File: config.mk
export PLATFORM = sky130hd
export DESIGN_NAME = fetch_top
export DESIGN_NICKNAME = d
export VERILOG_FILES = /design/src/design/fetch_pkg.sv /design/src/design/fetch_fifo.sv /design/src/design/fetch_req_buffer.sv /design/src/design/fetch_top.sv /design/src/design/fetch_unit.sv /design/src/design/ibuf_credit.sv /design/src/design/icache_mem.sv
export SDC_FILE = /design/constraint.sdc
export NUM_CORES = 1
export LEC_CHECK = 0
export BUFFER_PORTS_ARGS = -buffer_cell sky130_fd_sc_hd__clkbuf_2
export CORE_AREA = 2 2 161 163
export DETAILED_ROUTE_END_ITERATION = 8
export DIE_AREA = 0 0 163 165
export GPL_TIMING_DRIVEN = 0
export PLACE_DENSITY = 0.69
export RECOVER_POWER = 25
export SLEW_MARGIN = 15
export SYNTH_ARGS = -nofsm -noshare
export SYNTH_HDL_FRONTEND = slang
export SYNTH_HIERARCHICAL = 1
export SYNTH_SLANG_ARGS = --single-unit
File: constraint.sdc
create_clock -name clk -period 8.35 [get_ports clk]
set_input_delay 1.67 -clock clk [delete_from_list [all_inputs] [get_ports clk]]
set_output_delay 1.67 -clock clk [all_outputs]
set_load 0.005 [all_outputs]
File: src/test/program.hex
// one 32-bit instruction word per line, word addresses 0 to 31 (addi x1, x0, address)
00000093
00100093
00200093
00300093
00400093
00500093
00600093
00700093
00800093
00900093
00A00093
00B00093
00C00093
00D00093
00E00093
00F00093
01000093
01100093
01200093
01300093
01400093
01500093
01600093
01700093
01800093
01900093
01A00093
01B00093
01C00093
01D00093
01E00093
01F00093

File: src/design/fetch_pkg.sv
// Fetch stage package
// Core sizes for the multi-warp fetch path and the structs that travel on
// the schedule, instruction cache and fetch channels
package fetch_pkg;

    localparam int NUM_WARPS       = 4;
    localparam int NW_WIDTH        = $clog2(NUM_WARPS);
    // a warp issues on slot (wid modulo ISSUE_WIDTH)
    localparam int ISSUE_WIDTH     = 2;
    localparam int THREAD_CNT      = 4;
    localparam int XLEN            = 32;
    localparam int UUID_WIDTH      = 8;
    localparam int IBUF_SIZE       = 4;
    localparam int IMEM_WORDS      = 32;
    localparam int IMEM_ADDR_WIDTH = XLEN - 2;

    // counts entries up to and including IBUF_SIZE
    typedef logic [$clog2(IBUF_SIZE + 1)-1:0] ibuf_cnt_t;

    typedef struct packed {
        logic [UUID_WIDTH-1:0] uuid;
        logic [NW_WIDTH-1:0]   wid;
        logic [THREAD_CNT-1:0] tmask;
        logic [XLEN-1:0]       pc;
    } sched_req_t;

    typedef struct packed {
        logic [UUID_WIDTH-1:0] uuid;
        logic [NW_WIDTH-1:0]   wid;
    } icache_tag_t;

    typedef struct packed {
        logic [IMEM_ADDR_WIDTH-1:0] addr;
        icache_tag_t                tag;
    } icache_req_t;

    typedef struct packed {
        logic [XLEN-1:0] data;
        icache_tag_t     tag;
    } icache_rsp_t;

    typedef struct packed {
        logic [UUID_WIDTH-1:0] uuid;
        logic [NW_WIDTH-1:0]   wid;
        logic [THREAD_CNT-1:0] tmask;
        logic [XLEN-1:0]       pc;
        logic [XLEN-1:0]       instr;
    } fetch_data_t;

endpackage

File: src/design/fetch_fifo.sv
// Fetch tag store
// Circular buffer of fetch contexts (uuid, wid, tmask, pc) with flush,
// head entry always visible on the output
`timescale 1ns/1ps

module fetch_fifo (
    input  logic                   clk,
    input  logic                   reset,
    input  logic                   flush,
    input  logic                   push,
    input  logic                   pop,
    input  fetch_pkg::fetch_data_t data_in,
    output fetch_pkg::fetch_data_t data_out
);
    import fetch_pkg::*;

    logic [UUID_WIDTH-1:0] uuid_mem [IBUF_SIZE];
    logic [NW_WIDTH-1:0] wid_mem [IBUF_SIZE];
    logic [THREAD_CNT-1:0] tmask_mem [IBUF_SIZE];
    logic [XLEN-1:0] pc_mem [IBUF_SIZE];
    logic [$clog2(IBUF_SIZE)-1:0] wr_ptr;
    logic [$clog2(IBUF_SIZE)-1:0] rd_ptr;

    // pointers wrap naturally since the depth is a power of two
    always_ff @(posedge clk) begin
        if (reset || flush) begin
            wr_ptr <= '0;
            rd_ptr <= '0;
        end else begin
            if (push) wr_ptr <= wr_ptr + 1'b1;
            if (pop) rd_ptr <= rd_ptr + 1'b1;
        end
    end

    always_ff @(posedge clk) begin
        if (push) begin
            uuid_mem[wr_ptr]  <= data_in.uuid;
            wid_mem[wr_ptr]   <= data_in.wid;
            tmask_mem[wr_ptr] <= data_in.tmask;
            pc_mem[wr_ptr]    <= data_in.pc;
        end
    end

    assign data_out.uuid  = uuid_mem[rd_ptr];
    assign data_out.wid   = wid_mem[rd_ptr];
    assign data_out.tmask = tmask_mem[rd_ptr];
    assign data_out.pc    = pc_mem[rd_ptr];
    // the instruction word comes from the cache, never from here
    assign data_out.instr = '0;

endmodule

File: src/design/fetch_req_buffer.sv
// Cache request skid buffer
// Two entries: a registered output stage plus one overflow slot, so the
// cache bus sees a flopped request and in_ready comes straight from a flop
`timescale 1ns/1ps

module fetch_req_buffer (
    input  logic                   clk,
    input  logic                   reset,
    input  logic                   flush,
    input  logic                   in_valid,
    input  fetch_pkg::icache_req_t in_data,
    output logic                   in_ready,
    output logic                   out_valid,
    output fetch_pkg::icache_req_t out_data,
    input  logic                   out_ready
);
    import fetch_pkg::*;

    icache_req_t skid_data;
    logic skid_valid;
    logic out_load;

    // full only when the overflow slot is occupied
    assign in_ready = !skid_valid;

    // output register can take a new entry when it is empty or draining
    assign out_load = out_ready || !out_valid;

    always_ff @(posedge clk) begin
        if (reset || flush) begin
            out_valid  <= 1'b0;
            skid_valid <= 1'b0;
        end else if (out_load) begin
            // the skid entry goes first, input is blocked while it is held
            out_valid  <= skid_valid || in_valid;
            skid_valid <= 1'b0;
        end else if (in_valid && in_ready) begin
            skid_valid <= 1'b1;
        end
    end

    always_ff @(posedge clk) begin
        if (out_load) begin
            out_data <= skid_valid ? skid_data : in_data;
        end else if (in_valid && in_ready) begin
            skid_data <= in_data;
        end
    end

endmodule

File: src/design/fetch_top.sv
// Fetch subsystem top level
// Connects the fetch stage to the instruction memory over the cache
// request and response channels
`timescale 1ns/1ps

module fetch_top (
    input  logic                              clk,
    input  logic                              reset,
    input  logic                              flush,
    input  logic                              schedule_valid,
    input  fetch_pkg::sched_req_t             schedule_data,
    output logic                              schedule_ready,
    input  logic [fetch_pkg::ISSUE_WIDTH-1:0] ibuf_pop,
    output logic                              fetch_valid,
    output fetch_pkg::fetch_data_t            fetch_data,
    input  logic                              fetch_ready
);
    import fetch_pkg::*;

    logic icache_req_valid;
    logic icache_req_ready;
    icache_req_t icache_req;
    logic icache_rsp_valid;
    logic icache_rsp_ready;
    icache_rsp_t icache_rsp;

    fetch_unit fetch (
        .clk              (clk),
        .reset            (reset),
        .flush            (flush),
        .schedule_valid   (schedule_valid),
        .schedule_data    (schedule_data),
        .schedule_ready   (schedule_ready),
        .icache_req_valid (icache_req_valid),
        .icache_req       (icache_req),
        .icache_req_ready (icache_req_ready),
        .icache_rsp_valid (icache_rsp_valid),
        .icache_rsp       (icache_rsp),
        .icache_rsp_ready (icache_rsp_ready),
        .ibuf_pop         (ibuf_pop),
        .fetch_valid      (fetch_valid),
        .fetch_data       (fetch_data),
        .fetch_ready      (fetch_ready)
    );

    icache_mem icache (
        .clk       (clk),
        .reset     (reset),
        .req_valid (icache_req_valid),
        .req       (icache_req),
        .req_ready (icache_req_ready),
        .rsp_valid (icache_rsp_valid),
        .rsp       (icache_rsp),
        .rsp_ready (icache_rsp_ready)
    );

endmodule

File: src/design/fetch_unit.sv
// Instruction fetch stage
// Admits scheduler requests against per-slot instruction buffer credits,
// sends them to the instruction cache through a skid buffer, and pairs the
// in-order cache responses with their saved PC and thread mask.
// A mispredict flush squashes every response still owed by the cache
`timescale 1ns/1ps

module fetch_unit (
    input  logic                              clk,
    input  logic                              reset,
    input  logic                              flush,
    input  logic                              schedule_valid,
    input  fetch_pkg::sched_req_t             schedule_data,
    output logic                              schedule_ready,
    output logic                              icache_req_valid,
    output fetch_pkg::icache_req_t            icache_req,
    input  logic                              icache_req_ready,
    input  logic                              icache_rsp_valid,
    input  fetch_pkg::icache_rsp_t            icache_rsp,
    output logic                              icache_rsp_ready,
    input  logic [fetch_pkg::ISSUE_WIDTH-1:0] ibuf_pop,
    output logic                              fetch_valid,
    output fetch_pkg::fetch_data_t            fetch_data,
    input  logic                              fetch_ready
);
    import fetch_pkg::*;

    logic [$clog2(ISSUE_WIDTH)-1:0] sched_slot;
    logic [ISSUE_WIDTH-1:0] slot_incr;
    logic [ISSUE_WIDTH-1:0] credit_full;
    logic slot_has_credit;
    logic schedule_fire;
    logic buf_in_valid;
    logic buf_in_ready;
    logic buf_out_valid;
    logic buf_out_ready;
    icache_req_t buf_in_data;
    logic squashing;
    logic squash_active;
    logic req_fire;
    logic rsp_fire;
    logic fetch_fire;
    ibuf_cnt_t sent_count;
    ibuf_cnt_t sent_count_n;
    fetch_data_t tag_in;
    fetch_data_t tag_head;

    // slot is the warp id modulo the issue width
    assign sched_slot = schedule_data.wid[$clog2(ISSUE_WIDTH)-1:0];
    assign slot_has_credit = !credit_full[sched_slot];

    assign buf_in_valid = schedule_valid && slot_has_credit;
    assign schedule_ready = buf_in_ready && slot_has_credit;
    assign schedule_fire = schedule_valid && schedule_ready;

    assign buf_in_data.addr     = schedule_data.pc[XLEN-1:2];
    assign buf_in_data.tag.uuid = schedule_data.uuid;
    assign buf_in_data.tag.wid  = schedule_data.wid;

    fetch_req_buffer req_buf (
        .clk       (clk),
        .reset     (reset),
        .flush     (flush),
        .in_valid  (buf_in_valid),
        .in_data   (buf_in_data),
        .in_ready  (buf_in_ready),
        .out_valid (buf_out_valid),
        .out_data  (icache_req),
        .out_ready (buf_out_ready)
    );

    // the flush cycle itself already counts as squashing
    assign squash_active = squashing || flush;

    // hold requests back while stale responses are still coming in
    assign buf_out_ready = icache_req_ready && !squash_active;
    assign icache_req_valid = buf_out_valid && !squash_active;
    assign req_fire = icache_req_valid && icache_req_ready;

    // the request buffer is in order, so contexts are queued as they are admitted
    assign tag_in.uuid  = schedule_data.uuid;
    assign tag_in.wid   = schedule_data.wid;
    assign tag_in.tmask = schedule_data.tmask;
    assign tag_in.pc    = schedule_data.pc;
    assign tag_in.instr = '0;

    fetch_fifo tag_store (
        .clk      (clk),
        .reset    (reset),
        .flush    (flush),
        .push     (schedule_fire),
        .pop      (fetch_fire),
        .data_in  (tag_in),
        .data_out (tag_head)
    );

    always_comb begin
        slot_incr = '0;
        slot_incr[sched_slot] = schedule_fire;
    end

    for (genvar i = 0; i < ISSUE_WIDTH; i++) begin : g_credit
        ibuf_credit credit (
            .clk   (clk),
            .reset (reset),
            .flush (flush),
            .incr  (slot_incr[i]),
            .decr  (ibuf_pop[i]),
            .full  (credit_full[i])
        );
    end

    // squashed responses are accepted and dropped without reaching the output
    assign fetch_valid = icache_rsp_valid && !squash_active;
    assign icache_rsp_ready = fetch_ready || squash_active;
    assign fetch_fire = fetch_valid && fetch_ready;
    assign rsp_fire = icache_rsp_valid && icache_rsp_ready;

    assign fetch_data.uuid  = icache_rsp.tag.uuid;
    assign fetch_data.wid   = icache_rsp.tag.wid;
    assign fetch_data.tmask = tag_head.tmask;
    assign fetch_data.pc    = tag_head.pc;
    assign fetch_data.instr = icache_rsp.data;

    always_comb begin
        sent_count_n = sent_count;
        if (req_fire && !rsp_fire) begin
            sent_count_n = sent_count + 1'b1;
        end else if (rsp_fire && !req_fire) begin
            sent_count_n = sent_count - 1'b1;
        end
    end

    // squashing ends once the cache owes no more responses
    always_ff @(posedge clk) begin
        if (reset) begin
            sent_count <= '0;
            squashing  <= 1'b0;
        end else begin
            sent_count <= sent_count_n;
            squashing  <= squash_active && (sent_count_n != '0);
        end
    end

endmodule

File: src/design/ibuf_credit.sv
// Instruction buffer credit counter
// Tracks fetches in flight for one issue slot, i.e. admitted schedules
// minus entries popped from the instruction buffer
`timescale 1ns/1ps

module ibuf_credit (
    input  logic clk,
    input  logic reset,
    input  logic flush,
    input  logic incr,
    input  logic decr,
    output logic full
);
    import fetch_pkg::*;

    ibuf_cnt_t count;

    always_ff @(posedge clk) begin
        if (reset || flush) begin
            count <= '0;
        end else if (incr && !decr) begin
            count <= count + 1'b1;
        end else if (decr && !incr && count != '0) begin
            // a stray pop after a flush must not wrap the count
            count <= count - 1'b1;
        end
    end

    assign full = (count == ibuf_cnt_t'(IBUF_SIZE));

endmodule

File: src/design/icache_mem.sv
// Instruction memory
// Fixed-latency, in-order read pipeline over a word array loaded from a hex
// image. Stage one registers the request, stage two the read data; the
// whole pipeline holds while the response is back-pressured
`timescale 1ns/1ps

module icache_mem (
    input  logic                   clk,
    input  logic                   reset,
    input  logic                   req_valid,
    input  fetch_pkg::icache_req_t req,
    output logic                   req_ready,
    output logic                   rsp_valid,
    output fetch_pkg::icache_rsp_t rsp,
    input  logic                   rsp_ready
);
    import fetch_pkg::*;

    logic [XLEN-1:0] mem [IMEM_WORDS];

    logic stall;
    logic s1_valid;
    icache_tag_t s1_tag;
    logic [$clog2(IMEM_WORDS)-1:0] s1_index;
    logic s2_valid;
    icache_tag_t s2_tag;
    logic [XLEN-1:0] s2_data;

    initial begin
        $readmemh("/design/src/test/program.hex", mem);
    end

    // only a waiting response can stall the pipeline
    assign stall = s2_valid && !rsp_ready;
    assign req_ready = !stall;

    always_ff @(posedge clk) begin
        if (reset) begin
            s1_valid <= 1'b0;
            s2_valid <= 1'b0;
        end else if (!stall) begin
            s1_valid <= req_valid;
            s2_valid <= s1_valid;
        end
    end

    // the array wraps on the low word address bits
    always_ff @(posedge clk) begin
        if (!stall) begin
            s1_tag   <= req.tag;
            s1_index <= req.addr[$clog2(IMEM_WORDS)-1:0];
            s2_tag   <= s1_tag;
            s2_data  <= mem[s1_index];
        end
    end

    assign rsp_valid = s2_valid;
    assign rsp.data  = s2_data;
    assign rsp.tag   = s2_tag;

endmodule

; Word level (Yosys, flattened, before mapping)
; Memories as Yosys holds them, arrays and structs flattened. A register that Yosys moved wholly into a read port is not among the register bits.
; Index checks and enable logic that the tools add are counted.
[totals]
rom_bits = 0
memories = 2
ramBits = 144
out_inout_bits = 80
in_bits = 53
latch_bits = 0
regBits = 95
[memory_table]
columns = memory, words, word_bits, rd, rd_clocked_by_memory_dff, write_ports, line
row1 = fetch.tag_store.pc_mem, 4, 32, 1, 1, 1, fetch_fifo.sv:20  ; logic [XLEN-1:0] pc_mem [IBUF_SIZE];
row2 = fetch.tag_store.tmask_mem, 4, 4, 1, 1, 1, fetch_fifo.sv:19  ; logic [THREAD_CNT-1:0] tmask_mem [IBUF_SIZE];
[classes]
muxes = 17
n_reduce_logical = 45
mul = 0
bitwise = 2
eq_ne = 2
n_shift = 0
n_lt_le_gt_ge = 2
div_mod_pow = 0
n_addsub = 8
[op_table]
columns = op, count
row1 = 1-bit logical AND, 21
row2 = 3-bit two-way mux, 6
row3 = 15-bit two-way mux, 1
row4 = 1-bit zero test, 12
row5 = 3-bit by 1-bit adder with 3-bit output (second input constant), 3
row6 = 3-bit nonzero test, 3
row7 = 3-bit by 1-bit subtractor with 3-bit output (second input constant), 3
row8 = 2-bit two-way mux, 4
row9 = 3-bit equality test (second input constant), 2
row10 = 1-bit logical OR, 5
row11 = 1-bit two-way mux, 5
row12 = 2-bit by 1-bit adder with 2-bit output (second input constant), 2
row13 = 2-bit nonzero test, 2
row14 = 2-bit bitwise AND, 1
row15 = 1-bit by 2-bit < comparator with 1-bit output (second input constant), 1
row16 = 2-bit AND reduction, 1
row17 = 2-bit OR reduction, 1
row18 = 1-bit demux with 1-bit select, 1
row19 = 1-bit >= comparator (second input constant), 1
row20 = 1-bit inverter, 1

; Depth between registers and ports, before layout
[logic_depth]
depth_word = 12
mapped_depth = 11
ltp_nobuf = 10

; Hierarchy
; Netlist, hierarchy kept.
[by_module_without_submodules]
columns = mod, cells_each, seq_area_each_um2, n_inst, area_each_um2
row1 = fetch_fifo, 300, 5645.4, 1, 7218.2
row2 = fetch_req_buffer, 133, 2442.3, 1, 3134.3
row3 = icache_mem, 62, 640.6, 1, 930.9
row4 = fetch_unit, 92, 80.1, 1, 704.4
row5 = ibuf_credit, 25, 60.1, 2, 230.2

; Least setup slack after synthesis
; OpenSTA, ideal clock, no wires.
[synth_path]
path_type = in2reg
start = input port flush
end = register fetch/req_buf/skid_data[0] (netlist bit), enable pin
setup_ns = 0.495
cell_stages = 5
required_time_ns = 7.855
arrival_time_ns = 6.533
setup_slack_ns = 1.321
cell_sequence = or3_2 -> nand2b_1 -> and2_1 -> nand2b_1 -> nor3b_1
[synth_via]
elab_chain_cells = 9
elab_cells_between_ends = 10
cone_classes = 1 x bitwise / 9 x reduce/logical
[synth_rtl]
columns = element, line
row1 = from (decl), fetch_top.sv:9  ; input logic flush,
row2 = 1-bit logical OR, fetch_unit.sv:73  ; assign squash_active = squashing || flush;
row3 = 1-bit logical OR, fetch_unit.sv:115  ; assign icache_rsp_ready = fetch_ready || squash_active;
row4 = 1-bit zero test, icache_mem.sv:34  ; assign stall = s2_valid && !rsp_ready;
row5 = 1-bit logical AND, icache_mem.sv:34
row6 = 1-bit zero test, icache_mem.sv:35  ; assign req_ready = !stall;
row7 = named net icache_req_ready, fetch_top.sv:21  ; logic icache_req_ready;
row8 = 1-bit logical AND, fetch_unit.sv:76  ; assign buf_out_ready = icache_req_ready && !squash_active;
row9 = named net fetch.buf_out_ready, fetch_unit.sv:36  ; logic buf_out_ready;
row10 = 1-bit logical OR, fetch_req_buffer.sv:27  ; assign out_load = out_ready || !out_valid;
row11 = named net fetch.req_buf.out_load, fetch_req_buffer.sv:21  ; logic out_load;
row12 = 1-bit inverter (no line), --
row13 = 2-bit AND reduction (no line), --
row14 = to (signal assigned), fetch_req_buffer.sv:46  ; skid_data <= in_data;
row15 = to (decl), fetch_req_buffer.sv:19  ; icache_req_t skid_data;
; The timed path passes the listed nets, and every way through them passes these cells.
; A chain may end at the register's enable or synchronous reset.

; Worst setup path in the final report
[layout_path]
start = input port flush
end = output port fetch_valid
[layout_via]
elab_chain_cells = 3
[layout_rtl]
columns = element, line
row1 = 1-bit logical OR, fetch_unit.sv:73
row2 = 1-bit zero test, fetch_unit.sv:114  ; assign fetch_valid = icache_rsp_valid && !squash_active;
row3 = 1-bit logical AND, fetch_unit.sv:114
row4 = to (decl), fetch_top.sv:14  ; output logic fetch_valid,
; Every way passes these cells.

==> results.yml <==
power:
  cellLeakagePower_nw: 3.77
  power_mw: 2.19
  powerDensity_nw_per_um2: 213
  ir_worst_vdd_v: 0.000105
routing:
  ant_nets: 0
  wl_um: 14500
  vias: 4208
  wire_per_inst_um: 15.0
  drtPass1Iterations: 6
  drc: 0
  drtIter0Drc: 244
  vias_per_cell: 4.37
sta:
  rsz0062_at_grt: "no"
  finalHoldWorstSlack_ns: 0.418
  finalCritPeriodShare_pct: 48.9
  slew_viol_final: 0
  tns_ns: 0
  worst_pin_slew_ns: 0.952
  slew-limit-headroom_pct: 36.6
  finalHoldViolCount: 0
  setup_ws_ns: 4.27
  clock_skew_ns: 0.00870
  post-route-min-period_ns: 4.08
  fmax_ghz: 0.245
  setup_viol: 0
place:
  place.gp.congestion: 0.737
  io_buffers: 100
  post-place-ws_ns: 3.99
  dp_hpwl_um: 9940
cts:
  cts_max_path_buffers: 3
  path_clk_slew_ns: 0.06
  insertion_delay_ns: 0.50
  ctsResizeCount: 0
  ctsHoldBuffers: 0
  post-cts-setup-buffer-count: 0
  cts.sinks: 204
  numCtsBuffers: 22
  cts_root_buf: "clkbuf_16"
  cts_tree: "built"
  cts_max_level: 1
critical_path:
  slowest_delay_ns: 0.26
  reg2reg_slack_ns: 5.43
  r2r_end: "fetch/g_credit[0].credit/count[2]"
  cp-end-kind: "output pin"
  ff2ff_path_depth: 11
  reg2reg_from: "fetch/g_credit[0].credit/count[0]"
  path_buf_inv: 2
  arrival_ns: 2.41
  path_max_fanout: 12
  cp-start-kind: "primary input"
  crit_end: "fetch_valid"
  cpMaxStageDelayCell: "nor2_1"
  critical_path.top_delay_family: "simple AND/OR/NAND/NOR gates"
  crit_type: "in -> out"
  cp_cell_sequence: "clkbuf_2, nor2_1, and2_1, clkbuf_2"
  critical_path_depth: 4
  critPathLaunch: "flush"
  crit_top_cell: "clkbuf_2"
  cp.required_ns: 6.68
die:
  die_x_um: 163
  die_area_um2: 26900
  die_y_um: 165
  start_util_pct: 33.9
  fp-row-count: 58
  top_level_ports: 133
  core_area_um2: 25000
final_layout:
  layout-drive-gt1-share_pct: 40.4
  fin_nets: 681
  n_fill_cell: 2307
  regArea_um2: 5930
  area_growth_pct: 20.8
  insertedDiodeCount: 0
  multi_input_area_um2: 1940
yosys:
  synthCells: 461
  synthesis.area_um2: 8500
  syn_area_per_cell_um2: 18.4
  yosys_warnings: 6
worst_hold_path:
  worstHoldStart: "fetch/req_buf/out_data[1]"
  hold_class: "reg -> reg"
global_routing:
  grt_pass1_wl_um: 22300
  antenna_found_initial: 0
  grt_usage_pct: 10.6
  grt_max_degree: 29
  grt_overflow: 0
  grt_pass1_vias: 4182
run_status:
  status: "complete, no violations"
flow_run:
  timing.max_cap.violations: 0
[power by group]
part           switching [mW]  total (mW)  leakage, nW  internal (mW)
clock network           0.371       0.901        0.322          0.531
registers             0.00938        1.16         1.89           1.15
logic                  0.0603       0.129         1.55         0.0690
[layout by cell type (no fill, tap or decap), types with 3 or more instances in the layout]
cell type and count:
or3_1 3, nor2_1 9, mux4_2 33, clkbuf_16 23, dfxtp_1 20, mux4_1 3, clkinv_1 7, xnor2_1 4
buf_2 6, nor2b_1 3, edfxtp_1 184, inv_1 10, ha_1 6, buf_6 3, mux2_4 10, and2_2 4
buf_4 74, clkbuf_2 70, conb_1 32, o21ai_0 3, nor4_1 3, or2_2 3, buf_12 6, mux2_2 3
clkbuf_1 34, nand2b_1 3, a21oi_1 9, o211ai_1 3, and2_1 8, mux2i_1 4, nand2_1 5
[flip-flops by register name, summed over array words and instances (netlist names), 2 cells and up, named ones only]
| register | count |
|---|---|
| fetch/tag_store/tmask_mem | 16 |
| icache/s1_tag | 10 |
| fetch/sent_count | 3 |
| fetch/tag_store/wr_ptr | 2 |
| icache/rsp | 10 |
| fetch/g_credit.credit/count | 6 |
| fetch/tag_store/pc_mem | 128 |
| fetch/req_buf/out_data | 10 |
| fetch/req_buf/skid_data | 10 |
| fetch/tag_store/rd_ptr | 2 |
[worst min path at each step]
| stage | to | cells past startpoint |
|---|---|---|
| 2_1_floorplan | icache/rsp[0] | 0 |
| 3_3_place_gp | icache/s1_tag[8] | 0 |
| 3_5_place_dp | icache/rsp[1] | 0 |
| 4_1_cts | icache/rsp[1] | 0 |
| 5_1_grt | icache/rsp[0] | 0 |
| 6_report | icache/s1_tag[1] | 0 |
[final cells by class]
class	count	share of cell area (%)
tap	330	4.02
clock buffer	26	5.71
buffer	89	7.01
sequential	204	57.7
inverter	10	0.365
multi-input combinational	189	18.9
clock inverter	12	0.853
timing repair buffer	104	5.42
[metal layers]
metal	vias up	global-route usage, %	share of wire, %
met5	-	0	0
met4	0	3.22	2.1
met3	23	2.66	6.5
met2	109	18.3	49
met1	2072	13.3	43
li1	2004	-	-
[through the flow]
step / std cells / cell area, um2 / utilization [%]
2_1_floorplan: 492 / 8620 / -
3_3_place_gp: 922 / 9530 / 38.1
3_5_place_dp: 926 / 9630 / 38.5
4_1_cts: 964 / 10300 / 41.2
5_1_grt: 964 / 10300 / 41.0
6_report: 964 / 10300 / 41.0
No activity file was read; power rests on OpenSTA's default activity.
